**config.mk**
```make
export PLATFORM = sky130hd
export DESIGN_NAME = axi_id_remap
export DESIGN_NICKNAME = d
export VERILOG_FILES = /design/src/logic/id_remap_pkg.sv /design/src/logic/remap_table_if.sv /design/src/logic/ax_remap_ctrl.sv /design/src/logic/axi_id_remap.sv /design/src/logic/id_remap_table.sv
export SDC_FILE = /design/constraint.sdc
export NUM_CORES = 1
export LEC_CHECK = 0
export BUFFER_PORTS_ARGS = -buffer_cell sky130_fd_sc_hd__buf_2
export CORE_MARGIN = 10
export CORE_UTILIZATION = 40
export CTS_BUF_LIST = sky130_fd_sc_hd__clkbuf_4 sky130_fd_sc_hd__clkbuf_8
export DETAILED_ROUTE_END_ITERATION = 6
export MAX_ROUTING_LAYER = met4
export PLACE_DENSITY = 0.82
export SLEW_MARGIN = 10
export SYNTH_ARGS = -nofsm -noshare
export SYNTH_HDL_FRONTEND = slang
export SYNTH_SLANG_ARGS = --single-unit
```
**constraint.sdc**
```tcl
create_clock -name clk_i -period 6.1 [get_ports clk_i]
set_input_delay 1.22 -clock clk_i [delete_from_list [all_inputs] [get_ports clk_i]]
set_output_delay 1.22 -clock clk_i [all_outputs]
set_load 0.01 [all_outputs]
```
**src/logic/id_remap_pkg.sv**
```systemverilog
/*
  Shared defaults, payload types and the request controller states for the
  AXI ID remapper. Modules import it by wildcard and take what they need.
*/
package id_remap_pkg;

  // Width of the wide, sparsely used IDs on the upstream (slave) side.
  localparam int unsigned SLV_ID_WIDTH = 8;

  // Number of remap table entries per direction.
  // This is also the number of distinct downstream IDs in use.
  localparam int unsigned MAX_UNIQ_IDS = 4;

  // Transactions that may be in flight on one table entry at a time.
  localparam int unsigned MAX_TXNS_PER_ID = 3;

  // Width of the narrow downstream IDs.
  // It must cover the table index, and the upper bits are driven as zero.
  localparam int unsigned MST_ID_WIDTH = 3;

  // Address of an AR or AW request.
  typedef logic [31:0] addr_t;

  // Burst length of a read request, as beats minus one.
  typedef logic [7:0] len_t;

  // One beat of read data.
  typedef logic [31:0] data_t;

  // Response code on R and B.
  typedef logic [1:0] resp_t;

  // States of the address channel controller.
  // REQ_READY takes new requests, and REQ_HOLD replays a request that the
  // downstream side has not yet taken.
  typedef enum logic {
    REQ_READY,
    REQ_HOLD
  } req_state_e;

endpackage

```
**src/logic/remap_table_if.sv**
```systemverilog
/*
  Signals between one remap table and the logic around it. The table modport
  serves the table itself, the ctrl modport the address channel controller.
  The top level drives the pop side directly from the response handshakes.
*/
`timescale 1ns/1ps

interface remap_table_if #(
  parameter int unsigned SLV_ID_WIDTH = 1,
  parameter int unsigned MAX_UNIQ_IDS = 2
);

  // A table with a single entry still gets a one bit index.
  localparam int unsigned IDX_WIDTH = (MAX_UNIQ_IDS > 1) ? $clog2(MAX_UNIQ_IDS) : 1;

  typedef logic [SLV_ID_WIDTH-1:0] inp_id_t;
  typedef logic [IDX_WIDTH-1:0]    idx_t;

  // Table status, combinational from the table state.
  logic    full;
  idx_t    free_idx;
  logic    exists;
  idx_t    exists_idx;
  logic    exists_full;

  // Lookup and push side, owned by the controller.
  inp_id_t lookup_id;
  logic    push;
  inp_id_t push_inp_id;
  idx_t    push_idx;

  // Pop side, driven by the response path.
  // The table hands back the upstream ID stored at pop_idx.
  logic    pop;
  idx_t    pop_idx;
  inp_id_t pop_inp_id;

  modport tbl (
    input  lookup_id, push, push_inp_id, push_idx, pop, pop_idx,
    output full, free_idx, exists, exists_idx, exists_full, pop_inp_id
  );

  modport ctrl (
    input  full, free_idx, exists, exists_idx, exists_full,
    output lookup_id, push, push_inp_id, push_idx
  );

endinterface

```
**src/logic/ax_remap_ctrl.sv**
```systemverilog
/*
  Request controller for one address channel (AR or AW). It decides whether a
  request may pass, picks its downstream ID from the remap table, and holds
  that ID stable while the downstream side applies back-pressure.
*/
`timescale 1ns/1ps

module ax_remap_ctrl
  import id_remap_pkg::*;
#(
  parameter int unsigned SLV_ID_WIDTH = 1,
  parameter int unsigned MAX_UNIQ_IDS = 2,
  parameter int unsigned MST_ID_WIDTH = 1
) (
  input  logic                    clk_i,
  input  logic                    arst_n_i,
  input  logic                    ax_valid_i,
  input  logic [SLV_ID_WIDTH-1:0] ax_id_i,
  input  logic                    mst_ready_i,
  output logic                    ax_ready_o,
  output logic                    mst_valid_o,
  output logic [MST_ID_WIDTH-1:0] mst_id_o,
  remap_table_if.ctrl             tbl_if
);

  localparam int unsigned IDX_WIDTH = (MAX_UNIQ_IDS > 1) ? $clog2(MAX_UNIQ_IDS) : 1;

  typedef logic [IDX_WIDTH-1:0]    idx_t;
  typedef logic [MST_ID_WIDTH-1:0] mst_id_t;

  req_state_e state_q;
  req_state_e state_d;
  idx_t       sel_idx;
  idx_t       hold_idx_q;
  logic       can_accept;

  // The upstream ID both selects the table entry and is stored on a push.
  assign tbl_if.lookup_id   = ax_id_i;
  assign tbl_if.push_inp_id = ax_id_i;
  assign tbl_if.push_idx    = sel_idx;

  // A known ID may add one more transaction unless its entry is at the
  // limit. A new ID needs a free entry.
  assign can_accept = tbl_if.exists ? !tbl_if.exists_full : !tbl_if.full;

  always_comb begin
    state_d     = state_q;
    // Reuse the entry of an ID already in flight, else take the lowest free.
    sel_idx     = tbl_if.exists ? tbl_if.exists_idx : tbl_if.free_idx;
    mst_valid_o = 1'b0;
    ax_ready_o  = 1'b0;
    tbl_if.push = 1'b0;
    unique case (state_q)
      REQ_READY: begin
        // The entry is pushed as soon as the request goes out, whether or
        // not the downstream side takes it in this cycle.
        if (ax_valid_i && can_accept) begin
          mst_valid_o = 1'b1;
          ax_ready_o  = mst_ready_i;
          tbl_if.push = 1'b1;
          if (!mst_ready_i) begin
            state_d = REQ_HOLD;
          end
        end
      end
      REQ_HOLD: begin
        // Replay the registered ID without a second push.
        // The table state has already moved on, so a fresh lookup could differ.
        sel_idx     = hold_idx_q;
        mst_valid_o = 1'b1;
        ax_ready_o  = mst_ready_i;
        if (mst_ready_i) begin
          state_d = REQ_READY;
        end
      end
      default: begin
        state_d = REQ_READY;
      end
    endcase
  end

  // Narrow downstream ID, zero-extended from the table index.
  assign mst_id_o = mst_id_t'(sel_idx);

  always_ff @(posedge clk_i or negedge arst_n_i) begin
    if (!arst_n_i) begin
      state_q <= REQ_READY;
    end else begin
      state_q <= state_d;
    end
  end

  // Capture the selected index while ready.
  // Only the value from the cycle that enters the hold state is ever used.
  always_ff @(posedge clk_i) begin
    if (state_q == REQ_READY) begin
      hold_idx_q <= sel_idx;
    end
  end

endmodule

```
**src/logic/axi_id_remap.sv**
```systemverilog
/*
  AXI ID remapper for the AR/R and AW/B channels. Wide upstream IDs become
  dense downstream IDs while distinct upstream IDs stay distinct. Payloads
  pass through unchanged, and responses get their upstream ID back.
*/
`timescale 1ns/1ps

module axi_id_remap
  import id_remap_pkg::*;
#(
  parameter int unsigned SLV_ID_WIDTH    = id_remap_pkg::SLV_ID_WIDTH,
  parameter int unsigned MAX_UNIQ_IDS    = id_remap_pkg::MAX_UNIQ_IDS,
  parameter int unsigned MAX_TXNS_PER_ID = id_remap_pkg::MAX_TXNS_PER_ID,
  parameter int unsigned MST_ID_WIDTH    = id_remap_pkg::MST_ID_WIDTH
) (
  input  logic                    clk_i,
  input  logic                    arst_n_i,

  // Upstream read address.
  input  logic                    s_ar_valid_i,
  output logic                    s_ar_ready_o,
  input  logic [SLV_ID_WIDTH-1:0] s_ar_id_i,
  input  addr_t                   s_ar_addr_i,
  input  len_t                    s_ar_len_i,

  // Upstream read data.
  output logic                    s_r_valid_o,
  input  logic                    s_r_ready_i,
  output logic [SLV_ID_WIDTH-1:0] s_r_id_o,
  output data_t                   s_r_data_o,
  output resp_t                   s_r_resp_o,
  output logic                    s_r_last_o,

  // Upstream write address.
  input  logic                    s_aw_valid_i,
  output logic                    s_aw_ready_o,
  input  logic [SLV_ID_WIDTH-1:0] s_aw_id_i,
  input  addr_t                   s_aw_addr_i,

  // Upstream write response.
  output logic                    s_b_valid_o,
  input  logic                    s_b_ready_i,
  output logic [SLV_ID_WIDTH-1:0] s_b_id_o,
  output resp_t                   s_b_resp_o,

  // Downstream read address.
  output logic                    m_ar_valid_o,
  input  logic                    m_ar_ready_i,
  output logic [MST_ID_WIDTH-1:0] m_ar_id_o,
  output addr_t                   m_ar_addr_o,
  output len_t                    m_ar_len_o,

  // Downstream read data.
  input  logic                    m_r_valid_i,
  output logic                    m_r_ready_o,
  input  logic [MST_ID_WIDTH-1:0] m_r_id_i,
  input  data_t                   m_r_data_i,
  input  resp_t                   m_r_resp_i,
  input  logic                    m_r_last_i,

  // Downstream write address.
  output logic                    m_aw_valid_o,
  input  logic                    m_aw_ready_i,
  output logic [MST_ID_WIDTH-1:0] m_aw_id_o,
  output addr_t                   m_aw_addr_o,

  // Downstream write response.
  input  logic                    m_b_valid_i,
  output logic                    m_b_ready_o,
  input  logic [MST_ID_WIDTH-1:0] m_b_id_i,
  input  resp_t                   m_b_resp_i
);

  localparam int unsigned IDX_WIDTH = (MAX_UNIQ_IDS > 1) ? $clog2(MAX_UNIQ_IDS) : 1;

  remap_table_if #(.SLV_ID_WIDTH(SLV_ID_WIDTH), .MAX_UNIQ_IDS(MAX_UNIQ_IDS)) rd_tbl_if ();
  remap_table_if #(.SLV_ID_WIDTH(SLV_ID_WIDTH), .MAX_UNIQ_IDS(MAX_UNIQ_IDS)) wr_tbl_if ();

  // Payload feed-through.
  assign m_ar_addr_o = s_ar_addr_i;
  assign m_ar_len_o  = s_ar_len_i;
  assign m_aw_addr_o = s_aw_addr_i;

  assign s_r_valid_o = m_r_valid_i;
  assign m_r_ready_o = s_r_ready_i;
  assign s_r_data_o  = m_r_data_i;
  assign s_r_resp_o  = m_r_resp_i;
  assign s_r_last_o  = m_r_last_i;

  assign s_b_valid_o = m_b_valid_i;
  assign m_b_ready_o = s_b_ready_i;
  assign s_b_resp_o  = m_b_resp_i;

  // Read direction.
  // A read transaction ends with its last R beat, so only that beat frees
  // a count. The upper ID bits are zero by construction and are not needed.
  assign rd_tbl_if.pop     = m_r_valid_i && s_r_ready_i && m_r_last_i;
  assign rd_tbl_if.pop_idx = m_r_id_i[IDX_WIDTH-1:0];
  assign s_r_id_o          = rd_tbl_if.pop_inp_id;

  id_remap_table #(
    .SLV_ID_WIDTH   (SLV_ID_WIDTH),
    .MAX_UNIQ_IDS   (MAX_UNIQ_IDS),
    .MAX_TXNS_PER_ID(MAX_TXNS_PER_ID)
  ) u_rd_table (
    .clk_i   (clk_i),
    .arst_n_i(arst_n_i),
    .tbl_if  (rd_tbl_if)
  );

  ax_remap_ctrl #(
    .SLV_ID_WIDTH(SLV_ID_WIDTH),
    .MAX_UNIQ_IDS(MAX_UNIQ_IDS),
    .MST_ID_WIDTH(MST_ID_WIDTH)
  ) u_ar_ctrl (
    .clk_i      (clk_i),
    .arst_n_i   (arst_n_i),
    .ax_valid_i (s_ar_valid_i),
    .ax_id_i    (s_ar_id_i),
    .mst_ready_i(m_ar_ready_i),
    .ax_ready_o (s_ar_ready_o),
    .mst_valid_o(m_ar_valid_o),
    .mst_id_o   (m_ar_id_o),
    .tbl_if     (rd_tbl_if)
  );

  // Write direction.
  // Each B handshake closes one write transaction.
  assign wr_tbl_if.pop     = m_b_valid_i && s_b_ready_i;
  assign wr_tbl_if.pop_idx = m_b_id_i[IDX_WIDTH-1:0];
  assign s_b_id_o          = wr_tbl_if.pop_inp_id;

  id_remap_table #(
    .SLV_ID_WIDTH   (SLV_ID_WIDTH),
    .MAX_UNIQ_IDS   (MAX_UNIQ_IDS),
    .MAX_TXNS_PER_ID(MAX_TXNS_PER_ID)
  ) u_wr_table (
    .clk_i   (clk_i),
    .arst_n_i(arst_n_i),
    .tbl_if  (wr_tbl_if)
  );

  ax_remap_ctrl #(
    .SLV_ID_WIDTH(SLV_ID_WIDTH),
    .MAX_UNIQ_IDS(MAX_UNIQ_IDS),
    .MST_ID_WIDTH(MST_ID_WIDTH)
  ) u_aw_ctrl (
    .clk_i      (clk_i),
    .arst_n_i   (arst_n_i),
    .ax_valid_i (s_aw_valid_i),
    .ax_id_i    (s_aw_id_i),
    .mst_ready_i(m_aw_ready_i),
    .ax_ready_o (s_aw_ready_o),
    .mst_valid_o(m_aw_valid_o),
    .mst_id_o   (m_aw_id_o),
    .tbl_if     (wr_tbl_if)
  );

endmodule

```
**src/logic/id_remap_table.sv**
```systemverilog
/*
  Remap table for one direction, indexed by downstream ID. Each entry holds
  the upstream ID and the number of its transactions in flight. Lookups are
  combinational, and push and pop take effect at the next clock edge.
*/
`timescale 1ns/1ps

module id_remap_table #(
  parameter int unsigned SLV_ID_WIDTH    = 1,
  parameter int unsigned MAX_UNIQ_IDS    = 2,
  parameter int unsigned MAX_TXNS_PER_ID = 1
) (
  input  logic              clk_i,
  input  logic              arst_n_i,
  remap_table_if.tbl        tbl_if
);

  localparam int unsigned IDX_WIDTH = (MAX_UNIQ_IDS > 1) ? $clog2(MAX_UNIQ_IDS) : 1;
  // The counter has to reach MAX_TXNS_PER_ID itself.
  localparam int unsigned CNT_WIDTH = $clog2(MAX_TXNS_PER_ID + 1);

  typedef logic [SLV_ID_WIDTH-1:0] inp_id_t;
  typedef logic [IDX_WIDTH-1:0]    idx_t;
  typedef logic [CNT_WIDTH-1:0]    cnt_t;

  inp_id_t                 inp_id_q [MAX_UNIQ_IDS];
  cnt_t                    cnt_q    [MAX_UNIQ_IDS];

  logic [MAX_UNIQ_IDS-1:0] free_vec;
  logic [MAX_UNIQ_IDS-1:0] match_vec;
  logic [MAX_UNIQ_IDS-1:0] inc_vec;
  logic [MAX_UNIQ_IDS-1:0] dec_vec;

  // Returns the index of the lowest set bit, or zero when no bit is set.
  // Scanning downward lets the lowest hit overwrite all higher ones.
  function automatic idx_t lowest_set(input logic [MAX_UNIQ_IDS-1:0] vec);
    idx_t idx;
    idx = '0;
    for (int i = MAX_UNIQ_IDS - 1; i >= 0; i--) begin
      if (vec[i]) begin
        idx = idx_t'(i);
      end
    end
    return idx;
  endfunction

  // Per-entry flags.
  // An entry is free when nothing is in flight on it. An entry matches only
  // while it is in use, so a stale upstream ID in a drained entry is ignored.
  always_comb begin
    for (int i = 0; i < MAX_UNIQ_IDS; i++) begin
      free_vec[i]  = (cnt_q[i] == '0);
      match_vec[i] = (cnt_q[i] != '0) && (inp_id_q[i] == tbl_if.lookup_id);
      inc_vec[i]   = tbl_if.push && (tbl_if.push_idx == idx_t'(i));
      dec_vec[i]   = tbl_if.pop && (tbl_if.pop_idx == idx_t'(i));
    end
  end

  // The controller always receives the lowest free downstream ID.
  assign tbl_if.free_idx = lowest_set(free_vec);
  assign tbl_if.full     = ~|free_vec;

  // Upstream IDs are unique in the table, so at most one entry matches.
  assign tbl_if.exists_idx  = lowest_set(match_vec);
  assign tbl_if.exists      = |match_vec;
  assign tbl_if.exists_full = (cnt_q[tbl_if.exists_idx] == cnt_t'(MAX_TXNS_PER_ID));

  // Response translation back to the upstream ID.
  assign tbl_if.pop_inp_id = inp_id_q[tbl_if.pop_idx];

  // In-flight counters.
  // A push and a pop on the same entry in one cycle cancel out.
  always_ff @(posedge clk_i or negedge arst_n_i) begin
    if (!arst_n_i) begin
      for (int i = 0; i < MAX_UNIQ_IDS; i++) begin
        cnt_q[i] <= '0;
      end
    end else begin
      for (int i = 0; i < MAX_UNIQ_IDS; i++) begin
        if (inc_vec[i] && !dec_vec[i]) begin
          cnt_q[i] <= cnt_q[i] + cnt_t'(1);
        end else if (dec_vec[i] && !inc_vec[i]) begin
          cnt_q[i] <= cnt_q[i] - cnt_t'(1);
        end
      end
    end
  end

  // Upstream ID store.
  // A push to an entry in use writes the same ID again, which is harmless.
  always_ff @(posedge clk_i) begin
    if (tbl_if.push) begin
      inp_id_q[tbl_if.push_idx] <= tbl_if.push_inp_id;
    end
  end

endmodule

```
==> flow_metrics.py <==
metrics = {
    "placed_design": {
        "dp_hpwl_um": 14300,
        "placed_cell_area_mm2": 0.00508,
        "dpl_worst_slack_ps": 1620,
        "io_buffers": 59,
        "routabilityCongestion": 0.869,
    },
    "die": {
        "initial_core_util": 0.412,
        "core_area_mm2": 0.0133,
        "dieHeight_um": 137,
        "die_x_um": 137,
        "pin_count": 280,
        "row_count": 42,
        "die-area_mm2": 0.0188,
    },
    "finish": {
        "multi_input_area_mm2": 0.00204,
        "fin_area_mm2": 0.00528,
        "final_util": 0.396,
        "antennaDiodeCount": 0,
        "nNetsFinal": 550,
        "drive_above_1_share": 0.281,
        "seqCellArea_mm2": 0.00249,
        "syn_to_final_growth_pct": -3.96,
        "fill_cells": 1252,
    },
    "cts": {
        "clock-sinks": 86,
        "cts_resized": 0,
        "cts_tree": "yes",
        "cts_hold_buf": 0,
        "clk_latency_ps": 360,
        "cts_buffer_depth": 2,
        "postCtsSetupRepairBufs": 0,
        "clk_pin_slew_ps": 80,
        "cts_buffers": 9,
        "h-tree-depth": 3,
        "root_buffer": "clkbuf_8",
    },
    "timing": {
        "clock.fmax_mhz": 222,
        "rsz0062_at_grt": "no",
        "finClkSkew_ps": 11.0,
        "worst_pin_slew_ps": 993,
        "slew_violations": 0,
        "hold_violations": 0,
        "period_needed_ps": 4510,
        "setup_ws_ps": 1590,
        "setup_violations": 0,
        "period_share": 0.739,
        "slew_headroom": 0.337,
        "setup_tns_ps": 0,
    },
    "setup_path": {
        "rr_endpoint": "u_wr_table.cnt_q[3]",
        "rr_worst_depth": 11,
        "end_kind": "output pin",
        "worst-r2r-setup-slack_ps": 2640,
        "startpoint_type": "input pin",
        "crit_top_cell": "buf_2",
        "crit_chain": "buf_2 -> xnor2_1 -> nand3_1 -> nor4_1 -> nor3_1 -> o311ai_4 -> a21boi_2 -> buf_2",
        "critPathBufInv": 2,
        "slowest_delay_ps": 580,
        "path_class": "in2out",
        "cpMaxStageDelayCell": "o311ai_4",
        "crit_arrival_ps": 3290,
        "cpLargestDelayFamily": "simple AND/OR/NAND/NOR gates",
        "cp_max_fo": 8,
        "worstPathRequired_ps": 4880,
        "r2r-start": "u_wr_table.inp_id_q[2][6]",
    },
    "worst_hold_path": {
        "whs_path_depth": 1,
        "worstHoldStart": "u_rd_table.cnt_q[7]",
        "holdPathEnd": "u_rd_table.cnt_q[7]",
        "min_path_type": "reg2reg",
    },
    "global_routing": {
        "overflow": 0,
        "track_usage": 0.173,
        "grt_pass1_vias": 3191,
        "grt_max_degree": 19,
        "grt_pass1_wl_um": 22700,
        "antenna_found_initial": 0,
    },
    "routing": {
        "route.detailed.drc": 0,
        "vias": 3139,
        "routedWlPerCell_um": 29.1,
        "drt-initial-drc-count": 220,
        "vias_per_cell": 5.39,
        "wl_um": 16900,
        "drtPass1Iterations": 5,
        "postRouteAntennaNets": 0,
    },
    "synth": {
        "ys_ff_latch": 86,
        "synth-edff-count": 68,
        "async_reset_ff_frac": 0.209,
        "synth.area.top_cells": "edfxtp_1 37%, buf_4 16%, xnor2_1 8.3%, dfrtp_1 8.2%, mux4_2 6.6%",
        "synth_cell_type_count": 57,
        "yosysSeqAreaShare": 0.453,
        "synth.top_cell.area_share": 0.371,
        "synth_top_cell_by_area": "edfxtp_1",
        "netlist_instances": 457,
        "synth_flop_cell": "edfxtp_1",
        "syn_avg_cell_area_um2": 12.0,
        "ys_warn_count": 0,
        "synth_area_mm2": 0.00550,
    },
    "power": {
        "seq_power_share": 0.458,
        "swShare": 0.362,
        "leakage_uw": 0.00190,
        "p_per_area_mw_per_mm2": 403,
        "p_comb_frac": 0.356,
        "vdd_drop_max_mv": 0.222,
        "clkPwrFrac": 0.187,
        "switching_power_uw": 771,
        "intPower_uw": 1360,
    },
    "run_status": {
        "status": "complete, no violations",
    },
    "run": {
        "maxCapViolCount": 0,
    },
}
-- kinds of logic (layout without fill, tap and decap cells) --
logic type,after synthesis,after routing,synth area share
xor+xnor,89,89,0.144
fa+ha+maj,8,8,0.0182
other cells,1,2,0.000682
buf+inv,135,83,0.178
compound gates,30,30,0.0482
mux,17,17,0.0676
simple gates,91,91,0.0894
flops,86,86,0.453
-- power by group through the flow --
stage               Sequential [µW]  Clock (µW)  Combinational [µW]
floorplan                       934           0                 642
global placement                970           0                 730
detailed placement              983           0                 752
CTS                             971         407                 759
global route                    995         425                 826
finish                          974         397                 757
-- cell usage in the layout, fill, tap and decap left out, types with 2 or more instances in the layout --
cell and instances:
inv_1 5, nor2_1 22, o21ai_1 2, mux4_2 16
and3_1 2, xor2_1 35, clkbuf_8 9, edfxtp_1 68
nor3_1 8, buf_2 59, inv_6 2, xnor2_2 2
o21ai_0 5, conb_1 2, nor4_1 4, and2_1 2
dfrtp_1 18, a31oi_1 2, ha_1 8, xnor2_1 52
or3_1 2, a211oi_2 3, nand4_1 9, buf_4 3
nand2_1 19, nand3_1 9, a21oi_1 2, o21a_1 2
or4_4 2
-- through the flow --
step                power (µW)  hold slack, ps  cells
finish                    2130             495    582
global route              2250             526    582
CTS                       2140             502    582
detailed placement        1740             482    566
global placement          1700             480    566
floorplan                 1580             448    458
-- how the worst max path moves through the flow --
stage / start / end / cells after the start
2_1_floorplan: s_ar_id_i[2] / s_ar_ready_o / 6
3_3_place_gp: s_aw_id_i[6] / u_wr_table.cnt_q[3] / 12
3_5_place_dp: s_ar_id_i[3] / s_ar_ready_o / 8
4_1_cts: s_ar_id_i[3] / s_ar_ready_o / 8
5_1_grt: s_ar_id_i[4] / s_ar_ready_o / 8
6_report: s_ar_id_i[3] / s_ar_ready_o / 8
-- layer usage --
layer	track usage	share of wire	vias up	wire length, µm
li1	-	-	1373	-
met2	0.295	0.51	251	8700
met5	-	0	-	0
met1	0.136	0.26	1501	4380
met4	0.0480	0.014	0	231
met3	0.144	0.21	14	3600
-- cells in the mapped netlist, types with 2 or more instances --
library cell	count
o21a_1	2
a31oi_1	2
edfxtp_1	68
and2_1	2
mux4_2	16
nor4_1	4
or4_4	2
nor3_1	8
xor2_1	35
nand2_1	19
or3_1	2
and3_1	2
xnor2_1	52
a211oi_2	2
a211oi_1	2
xnor2_2	2
nand3_1	9
o21ai_1	2
buf_1	3
buf_6	5
clkbuf_1	4
inv_1	5
buf_2	3
nand4_1	9
dfrtp_1	18
a21oi_1	2
buf_4	115
o21ai_0	5
nor2_1	22
ha_1	8
-- registers in the layout (all words and copies together), names as in the netlist --
name / flops
u_wr_table.cnt_q: 8
u_aw_ctrl.hold_idx_q: 2
u_ar_ctrl.hold_idx_q: 2
u_rd_table.cnt_q: 8
u_wr_table.inp_id_q: 32
u_ar_ctrl.state_q: 1
u_aw_ctrl.state_q: 1
u_rd_table.inp_id_q: 32
-- cell type report --
class / instances / share of cell area
flip-flops and latches: 86 / 0.472
well taps: 176 / 0.0417
multi-input cells: 237 / 0.385
inverters: 5 / 0.00355
clock buffers: 9 / 0.0235
repair buffers: 62 / 0.0602
clock inverters: 7 / 0.0137
(Power assumes the default switching activity.)
